`config.mk`:
```
export PLATFORM = sky130hd
export DESIGN_NAME = pio_scratch
export DESIGN_NICKNAME = d
export VERILOG_FILES = /design/src/source/pio_pkg.sv /design/src/source/pio_scratch.sv
export SDC_FILE = /design/constraint.sdc
export NUM_CORES = 1
export LEC_CHECK = 0
export ABC_AREA = 1
export BUFFER_PORTS_ARGS = -buffer_cell sky130_fd_sc_hd__buf_2
export CAP_MARGIN = 20
export CORE_MARGIN = 10
export CORE_UTILIZATION = 28
export CTS_CLUSTER_SIZE = 24
export DETAILED_ROUTE_END_ITERATION = 8
export GPL_ROUTABILITY_DRIVEN = 0
export PLACE_DENSITY = 0.48
export REMOVE_ABC_BUFFERS = 1
export SYNTH_ARGS = -nofsm -noshare
export SYNTH_HDL_FRONTEND = slang
export SYNTH_SLANG_ARGS = --single-unit
export TNS_END_PERCENT = 20
```
`constraint.sdc`:
```
create_clock -name clk -period 1.55 [get_ports clk]
set_input_delay 0.155 -clock clk [delete_from_list [all_inputs] [get_ports clk]]
set_output_delay 0.155 -clock clk [all_outputs]
set_load 0.02 [all_outputs]
```
`src/source/pio_pkg.sv`:
```
// ==========================================================
// Shared types for one PIO state machine. Encoding follows the
// RP2040 PIO layout without side-set; bits [12:8] are delay only
// ==========================================================
package pio_pkg;

  localparam int DATA_W  = 32;
  localparam int PC_W    = 5;
  localparam int INSTR_W = 16;
  localparam int DELAY_W = 5;
  localparam int PIN_W   = 5;  // Pin index
  localparam int CNT_W   = 6;  // Bit counts 0 to 32

  typedef enum logic [2:0] {
    OP_JMP, OP_WAIT, OP_IN, OP_OUT, OP_PUSH_PULL, OP_MOV, OP_IRQ, OP_SET
  } op_e;

  typedef enum logic [2:0] {
    COND_ALWAYS, COND_X_ZERO, COND_X_DEC, COND_Y_ZERO,
    COND_Y_DEC, COND_X_NE_Y, COND_PIN, COND_NOT_OSRE
  } jmp_cond_e;

  typedef enum logic [2:0] {
    SRC_PINS = 3'd0,
    SRC_X    = 3'd1,
    SRC_Y    = 3'd2,
    SRC_NULL = 3'd3,
    SRC_ISR  = 3'd6,
    SRC_OSR  = 3'd7
  } src_e;

  typedef enum logic [2:0] {
    DST_PINS, DST_X, DST_Y, DST_NULL, DST_PINDIRS, DST_PC, DST_ISR, DST_OSR
  } dst_e;

  typedef enum logic [1:0] {
    MOV_NONE, MOV_INVERT, MOV_REVERSE, MOV_RSVD
  } mov_op_e;

  typedef struct packed {
    op_e                opcode;
    logic [DELAY_W-1:0] delay;
    jmp_cond_e          cond;
    logic [PC_W-1:0]    addr;
  } jmp_view_t;

  typedef struct packed {
    op_e                opcode;
    logic [DELAY_W-1:0] delay;
    dst_e               dest;
    mov_op_e            mov_op;
    src_e               src;
  } mov_view_t;

  typedef struct packed {
    op_e                opcode;
    logic [DELAY_W-1:0] delay;
    logic [2:0]         sel;        // Source for IN, destination for OUT
    logic [4:0]         bit_count;  // 0 means 32
  } shift_view_t;

  typedef struct packed {
    op_e                opcode;
    logic [DELAY_W-1:0] delay;
    logic               is_pull;
    logic               rsvd;
    logic               block;
    logic [4:0]         unused;
  } fifo_view_t;

  typedef struct packed {
    op_e                opcode;
    logic [DELAY_W-1:0] delay;
    dst_e               dest;
    logic [4:0]         data;
  } set_view_t;

  typedef union packed {
    jmp_view_t   jmp_v;
    mov_view_t   mov_v;
    shift_view_t shift_v;
    fifo_view_t  fifo_v;
    set_view_t   set_v;
  } instr_u;

  typedef struct packed {
    logic [PC_W-1:0]  wrap_target;
    logic [PC_W-1:0]  wrap_end;
    logic [PIN_W-1:0] out_base;
    logic [CNT_W-1:0] out_count;
    logic [PIN_W-1:0] set_base;
    logic [2:0]       set_count;
    logic [PIN_W-1:0] in_base;
    logic [PIN_W-1:0] jmp_pin;
    logic             in_shift_right;
    logic             out_shift_right;
    logic [4:0]       osr_threshold;  // 0 means 32
  } sm_cfg_t;

  typedef struct packed {
    logic [DATA_W-1:0] value;
    logic [CNT_W-1:0]  bit_count;
    logic              set_x, set_y;          // Scratch loads
    logic              dec_x, dec_y;
    logic              load_isr, shift_isr;
    logic              load_osr, shift_osr;
    logic              jmp;                   // PC takes value
    logic              pins, dirs;
    logic [PIN_W-1:0]  pin_base;
    logic [CNT_W-1:0]  pin_count;
  } sm_wb_t;

  function automatic logic [DATA_W-1:0] reverse_bits(input logic [DATA_W-1:0] w);
    logic [DATA_W-1:0] r;
    for (int i = 0; i < DATA_W; i++) begin
      r[i] = w[DATA_W-1-i];
    end
    return r;
  endfunction

  // Low n bits set, n from 0 to 32
  function automatic logic [DATA_W-1:0] low_mask(input logic [CNT_W-1:0] n);
    return (n >= CNT_W'(DATA_W)) ? {DATA_W{1'b1}} : (DATA_W'(1) << n) - DATA_W'(1);
  endfunction

  function automatic logic [DATA_W-1:0] rotate_left(input logic [DATA_W-1:0] w,
                                                    input logic [PIN_W-1:0]  amt);
    logic [2*DATA_W-1:0] d;
    d = {w, w} << amt;
    return d[2*DATA_W-1:DATA_W];
  endfunction

endpackage
```
`src/source/pio_scratch.sv`:
```
// ==========================================================
// Scratch register; load and dec never arrive together
// ==========================================================
module pio_scratch
  import pio_pkg::*;
(
  input  logic              clk,
  input  logic              rst,
  input  logic              load,
  input  logic              dec,
  input  logic [DATA_W-1:0] value,
  output logic [DATA_W-1:0] q
);

  always_ff @(posedge clk) begin
    if (rst) begin
      q <= '0;
    end else if (load) begin
      q <= value;
    end else if (dec) begin
      q <= q - 1'b1;  // Wraps from 0 to all ones
    end
  end

endmodule

```
==> summary.md, run 1 <==
| Metric | Value |
|---|---|
| Dpl hpwl | `6.28 mm` |
| Via density | `4.78` |
| Die ar. | `between 0.01 and 0.015 sq mm` |
| Worst reg2reg path depth | `10` |
| Distinct cells, synth | `30` |
| Total core area | `a little under 0.008 sq mm` |
| CTS tree | `done` |
| Grt total ovfl | `0` |
| # H-tree levels | `2` |
| Compound-Gate Fraction of Synth Area | `0.197` |
| Final Setup Violations | `0` |
| Worst path cell trace | `inv_1, ha_4, nand2_2, nor2_4, nand2_2, nor2_2, nand3_1, nand2_1, inv_1, a21oi_2` |
| Worst EP required | `between 1.5 and 2 ns` |
| Synth Cell Area | `between 0.002 and 0.0025 sq mm` |
| Final count of hold timing violations | `0` |
| Worst-path cell with the longest stage delay | `dfxtp_1` |
| WP depth | `10` |
| Die H | `around 110 um` |
| Final instance area | `0.00292 sq mm` |
| Clock-pin slew on the worst setup and hold paths | `around 0.070 ns` |
| LEAKAGE | `about 0.0014 uW` |
| Clk buf depth | `2` |
| P_int | `1650 uW` |
| Clock skew | `between 0.008 and 0.009 ns` |
| End of the worst hold path | `q[3]` |
| Postcts setup bufs | `0` |
| Unrepaired setup endpoints after global routing | `true` |
| Tightest Pin Transition | `a little under 0.3 ns` |
| Status | `complete, no violations` |
| Yosys warning total | `0` |
| Largest net degree at the start of global routing | `19` |
| Max Transition Viols Final | `0` |
| Period Utilization, post-route | `0.898` |
| Die Width | `between 100 and 150 um` |
| Clock Latency Late Sink | `around 0.29 ns` |
| HP Start | `value[3]` |
| Hold path cells | `3` |
| 1st-iter DRT viols | `~80` |
| Residual DRC count | `0` |
| Syn-to-layout area delta | `28.0%` |
| Global-route wire length before repair | `12.6 mm` |
| Row count | `32` |
| Drt pass-1 iters | `4` |
| Clk pwr share | `0.314` |
| Main combinational cell family by area after synthesis | `simple AND/OR/NAND/NOR gates` |
| Worst IR Drop VDD | `0.000314 V` |
| Post-synthesis mux area share | `0` |
| Slew headroom | `0.804` |
| Seq pwr share | `0.374` |
| Period minus WS final | `around 1.4 ns` |
| Worst stage delay on the critical path | `around 0.30 ns` |
| Switch share | `0.361` |
| Crit Path Category | `reg -> reg` |
| Post-Route WL | `a little under 8 mm` |
| Ports | `~70` |
| Top reg by flops | `q` |
| Max-cap violations | `0` |
| Final ANT Viol Nets | `0` |
| Critical R2R Capture | `q[14]` |
| RR Startpoint | `q[0]` |
| Crit path arrival time | `between 1.5 and 2 ns` |
| Crit path max-delay family | `simple AND/OR/NAND/NOR gates` |
| Crit Path Max Fanout | `5` |
| ANT cells | `0` |
| GRT Overall Usage | `0.129` |
| Tot Pwr | `between 2000 and 3000 uW` |
| Post-Syn Area per Cell | `approximately 6.3 sq um` |
| Register area share after synthesis | `0.281` |
| Non-Filler Instances | `537` |
| Antenna violations before repair | `0` |
| Largest register FFs | `32` |
| Post-DP Area | `0.00279 sq mm` |
| Initial Util | `0.291` |
| IO buf count | `67` |
| CTS Sinks | `32` |
| Placed cells | `roughly 530` |
| WHS | `approximately 0.14 ns` |
| Fillers | `just under 900` |
| Worst Hold Class | `in -> reg` |
| Synth Area in Adders | `0.00548` |
| Power Density | `~900 mW/mm^2` |
| Worst reg2reg setup slack | `between 0.15 and 0.2 ns` |
| Inserted Clock Buffers | `5` |
| Crit end category | `flip-flop` |
| DR vias | `approximately 2600` |
| Vias in the first global route | `about 2500` |
| Register bit count reported by yosys | `32` |
| Crit path buffers/inverters | `2` |
| Biggest regs | `q: 32 flops` |
| Routed wire length per instance | `between 10 and 15 um` |
| Post-Syn Instances | `360` |
| Net Sw Power | `933 uW` |
| # nets final | `between 400 and 500` |
| Simple-Gate Fraction of Synth Area | `0.404` |
| Combinational power share | `0.313` |
| FMAX | `718 MHz` |
| Post-synthesis xor/xnor area fraction | `0.0230` |
| Setup TNS | `0 ns` |
| Crit start category | `flip-flop` |
| Ratio of cells with drive above 1 in the final layout | `0.306` |
| CTS Root Buffer Type | `clkbuf_8` |
-- cell usage in the layout (no fill, tap or decap), types with 7 or more instances in the layout --
master,count
nand2_1,90
buf_2,67
nor2_1,45
inv_1,36
dfxtp_1,31
nand3_1,23
a22oi_1,22
a21oi_1,21
nor2_2,18
buf_4,10
o21ai_0,9
nor2_4,7
-- cell families (layout without fill, tap and decap cells) --
| logic type | after synthesis | count (layout) |
|---|---|---|
| flops | 32 | 32 |
| compound gates | 71 | 71 |
| xor+xnor | 6 | 6 |
| simple gates | 198 | 198 |
| fa+ha+maj | 1 | 1 |
| buf+inv | 52 | 127 |
-- worst min-delay path, delay by kind of cell --
kind | cells | cell delay, ns
AO/OA/AOI/OAI | 1 | 0.07
AND/OR/NAND/NOR | 1 | 0.05
buffers and inverters | 1 | 0.09
-- how the worst max path moves through the flow --
| stage | slack (ns) | endpoint | from |
|---|---|---|---|
| 2_1_floorplan | 0.07 | q[14] | q[0] |
| 3_3_place_gp | 0.13 | q[14] | q[0] |
| 3_5_place_dp | 0.11 | q[14] | q[0] |
| 4_1_cts | 0.09 | q[10] | q[0] |
| 5_1_grt | -0.02 | q[27] | q[0] |
| 6_report | 0.16 | q[14] | q[0] |
-- cell usage after synthesis --
| library cell | number | area [sq um] |
|---|---|---|
| o21ai_0 | 10 | 50.1 |
| ha_1 | 1 | 12.5 |
| dfxtp_1 | 32 | 641 |
| a31oi_1 | 5 | 31.3 |
| a21oi_2 | 3 | 26.3 |
| nor3_2 | 1 | 10.0 |
| nand2_4 | 2 | 22.5 |
| nor2_2 | 17 | 106 |
| nand2_2 | 6 | 37.5 |
| nand4_1 | 3 | 18.8 |
| inv_1 | 36 | 135 |
| xor2_1 | 4 | 35.0 |
| buf_4 | 1 | 7.51 |
| clkinv_2 | 1 | 5.00 |
| inv_2 | 4 | 15.0 |
| nand3_1 | 23 | 115 |
| o211ai_1 | 2 | 15.0 |
| nor2_4 | 6 | 67.6 |
| a22oi_1 | 22 | 165 |
| a21oi_1 | 21 | 105 |
| nor2_1 | 47 | 176 |
| o21bai_2 | 1 | 11.3 |
| buf_2 | 4 | 20.0 |
| o21bai_1 | 4 | 30.0 |
| clkbuf_1 | 5 | 18.8 |
| nand3_2 | 3 | 30.0 |
| buf_1 | 1 | 3.75 |
| xnor2_1 | 2 | 17.5 |
| nand2_1 | 90 | 338 |
| o21ai_1 | 3 | 15.0 |
-- metrics by stage --
step / util / setup WS (ns)
after global placement: 0.356 / 0.133
after detailed placement: 0.356 / 0.106
after global routing: 0.372 / -0.0187
final: 0.372 / 0.158
after floorplan: - / 0.0726
after CTS: 0.369 / 0.0900
-- power groups by stage --
stage	logic [uW]	clock network, uW	registers (uW)
2_1_floorplan	468	0	1030
3_3_place_gp	803	0	982
3_5_place_dp	808	0	982
4_1_cts	811	838	963
5_1_grt	919	857	977
6_report	808	810	965
-- what timing repair did --
action,CTS,global route
endpoints found under the setup margin,0,5
hold buffers,0,0
gates resized for setup,0,7
-- final cells by class --
| class | count | area [sq um] | share of cell area |
|---|---|---|---|
| clock buffer | 6 | 72.6 | 0.0248 |
| clock inverter | 2 | 35.0 | 0.0120 |
| inverter | 41 | 155 | 0.0531 |
| multi-input combinational | 276 | 1460 | 0.499 |
| sequential | 32 | 642 | 0.220 |
| tap | 102 | 128 | 0.0437 |
| timing repair buffer | 78 | 430 | 0.147 |
-- metal layers --
layer / wire length [um] / global-route usage / part of all wire / up-vias
li1: - / - / - / 1322
met1: 3540 / 0.159 / 0.46 / 1181
met2: 3630 / 0.219 / 0.47 / 60
met3: 465 / 0.0337 / 0.060 / 6
met4: 59 / 0.0275 / 0.0077 / 0
met5: 0 / 0 / 0 / -
Note: power is estimated with default switching activity, not from simulation.
==> inputs of run 2 (changes only) <==
==> constraint.sdc (replaced) <==
create_clock -name clk -period 1.55 [get_ports clk]
set_input_delay 0.31 -clock clk [delete_from_list [all_inputs] [get_ports clk]]
set_output_delay 0.31 -clock clk [all_outputs]
set_load 0.02 [all_outputs]
==> run 2 against run 1 <==
  * Wire length rose by 0.14%
  * Clock power up 2%
  * Final cell count is the same
  * First-iteration DRC count shrank 2.6%
  * Via count is 1.7% lower
  * Die area is the same
  * Sequential power is essentially flat
  * Largest cell class unchanged
  * Final area is 0.34% higher
  * Largest power group unchanged
  * Global-route usage is essentially flat
  * Sequential share of layout area barely moved
  * Setup slack improved by 0.014 ns
==> summary.md, run 2 (same netlist as run 1, synthesis figures left out) <==
| Metric | Value |
|---|---|
| Row count | `32` |
| Top reg by flops | `q` |
| Clock skew | `around 0.011 ns` |
| Total core area | `roughly 0.0078 sq mm` |
| Worst reg2reg path depth | `9` |
| Routed met1 length | `between 3 and 4 mm` |
| Crit path max-delay family | `simple AND/OR/NAND/NOR gates` |
| Ports | `68` |
| FMAX | `about 730 MHz` |
| Worst path cell trace | `inv_1, nand3_2, nor2_4, nand2_4, clkinv_2, nand2_1, nand2_1, nand3_2, a21oi_2` |
| WHS | `0.291 ns` |
| Worst EP required | `around 1.8 ns` |
| CTS Sinks | `32` |
| Worst-path cell with the longest stage delay | `dfxtp_1` |
| Post-route setup slack | `0.172 ns` |
| Seq pwr share | `0.372` |
| Dpl hpwl | `about 6.3 mm` |
| Largest net degree at the start of global routing | `24` |
| Initial Util | `0.291` |
| CTS Root Buffer Type | `clkbuf_8` |
| Die ar. | `approximately 0.012 sq mm` |
| Worst stage delay on the critical path | `between 0.3 and 0.4 ns` |
| Period minus WS final | `between 1 and 1.5 ns` |
| Worst Hold Class | `in -> reg` |
| DR vias | `2525` |
| Combinational power share | `0.311` |
| Detail Route met2 WL | `between 3 and 4 mm` |
| Non-Filler Instances | `~540` |
| Tightest Pin Transition | `0.400 ns` |
| Fillers | `892` |
| Power Density | `887 mW/mm^2` |
| Net Sw Power | `951 uW` |
| Setup TNS | `0 ns` |
| # H-tree levels | `2` |
| CTS tree | `done` |
| WP depth | `9` |
| Clock-pin slew on the worst setup and hold paths | `about 0.08 ns` |
| Residual DRC count | `0` |
| Placed cells | `529` |
| # nets final | `between 400 and 500` |
| Hold path cells | `3` |
| Biggest regs | `q: 32 flops` |
| Final count of hold timing violations | `0` |
| Multi-input logic area | `around 0.0015 sq mm` |
| Syn-to-layout area delta | `28.5%` |
| IO buf count | `67` |
| Clk pwr share | `0.317` |
| Drt pass-1 iters | `5` |
| Crit Path Category | `reg -> reg` |
| Status | `complete, no violations` |
| Final Setup Violations | `0` |
| Ratio of cells with drive above 1 in the final layout | `0.320` |
| Clk buf depth | `2` |
| Crit path arrival time | `roughly 1.6 ns` |
| Crit Path Max Fanout | `6` |
| Unrepaired setup endpoints after global routing | `true` |
| Slew headroom | `0.733` |
| Via density | `about 4.7` |
| Crit path buffers/inverters | `2` |
| Largest register FFs | `32` |
| ANT cells | `0` |
| Most frequent cells in the layout | `nand2_1, buf_2, nor2_1, inv_1, dfxtp_1` |
| 1st-iter DRT viols | `76` |
| Storage element area | `~640 sq um` |
| Worst IR Drop VDD | `between 0.0003 and 0.0004 V` |
| Max Transition Viols Final | `0` |
| Final ANT Viol Nets | `0` |
| Pre-CTS WS | `0.0950 ns` |
| LEAKAGE | `about 0.0014 uW` |
| GRT Overall Usage | `0.129` |
| Crit start category | `flip-flop` |
| Die H | `~110 um` |
| Antenna violations before repair | `0` |
| Clock Latency Late Sink | `~0.28 ns` |
| Grt total ovfl | `0` |
| P_int | `between 1500 and 2000 uW` |
| Routed wire length per instance | `approximately 14 um` |
| Max-cap violations | `0` |
| Inserted Clock Buffers | `5` |
| Met3 wire len | `about 600 um` |
| Top layer in use | `met4` |
| CTS Hold Bufs | `0` |
| Global-route wire length before repair | `about 13 mm` |
| Post-Route WL | `roughly 7.7 mm` |
| Period Utilization, post-route | `0.889` |
| Die Width | `110 um` |
| Most common cell after layout, fill and taps aside | `nand2_1` |
| Crit end category | `flip-flop` |
| Switch share | `0.366` |
| Vias in the first global route | `roughly 2500` |
run 2: per-layer routing:
metal,up-vias,track usage
li1,1321,-
met1,1135,0.156
met2,63,0.219
met3,6,0.0366
met4,0,0.0312
met5,-,0
run 2: timing repair:
item / in CTS / in global routing
buffers inserted: 0 / 0
setup endpoints to repair: 0 / 11
resized for setup: 0 / 12
run 2: final cells by class:
| type | instances | area share |
|---|---|---|
| clock inverter | 3 | 0.0145 |
| inverter | 41 | 0.0529 |
| multi-input combinational | 276 | 0.499 |
| clock buffer | 5 | 0.0235 |
| tap | 102 | 0.0435 |
| sequential | 32 | 0.219 |
| timing repair buffer | 78 | 0.147 |
run 2: power by group through the flow:
| stage | clock [uW] | combinational (uW) | sequential (uW) |
|---|---|---|---|
| 2_1_floorplan | 0 | 468 | 1030 |
| 3_3_place_gp | 0 | 803 | 982 |
| 3_5_place_dp | 0 | 807 | 983 |
| 4_1_cts | 849 | 811 | 964 |
| 5_1_grt | 890 | 919 | 981 |
| 6_report | 826 | 809 | 967 |
run 2: worst reg2reg max path, delay by kind of cell, from the launching register on:
| family | cells | cell delay, ns |
|---|---|---|
| compound gates | 1 | 0.11 |
| flops | 1 | 0.36 |
| buf+inv | 2 | 0.20 |
| simple gates | 6 | 0.66 |
run 2: path summary, 6_finish.rpt:
path	start	slack (ns)	end
hold / removal	value[7]	0.29	q[7]
setup reg to reg	q[2]	0.17	q[27]
setup / recovery	q[2]	0.17	q[27]
hold reg to reg	q[2]	0.55	q[2]
run 2: through the flow:
| step | instance area (sq um) | total power [uW] | util |
|---|---|---|---|
| floorplan | 2230 | 1500 | - |
| global placement | 2790 | 1790 | 0.356 |
| detailed placement | 2790 | 1790 | 0.356 |
| CTS | 2900 | 2620 | 0.370 |
| global route | 2930 | 2790 | 0.374 |
| finish | 2930 | 2600 | 0.374 |
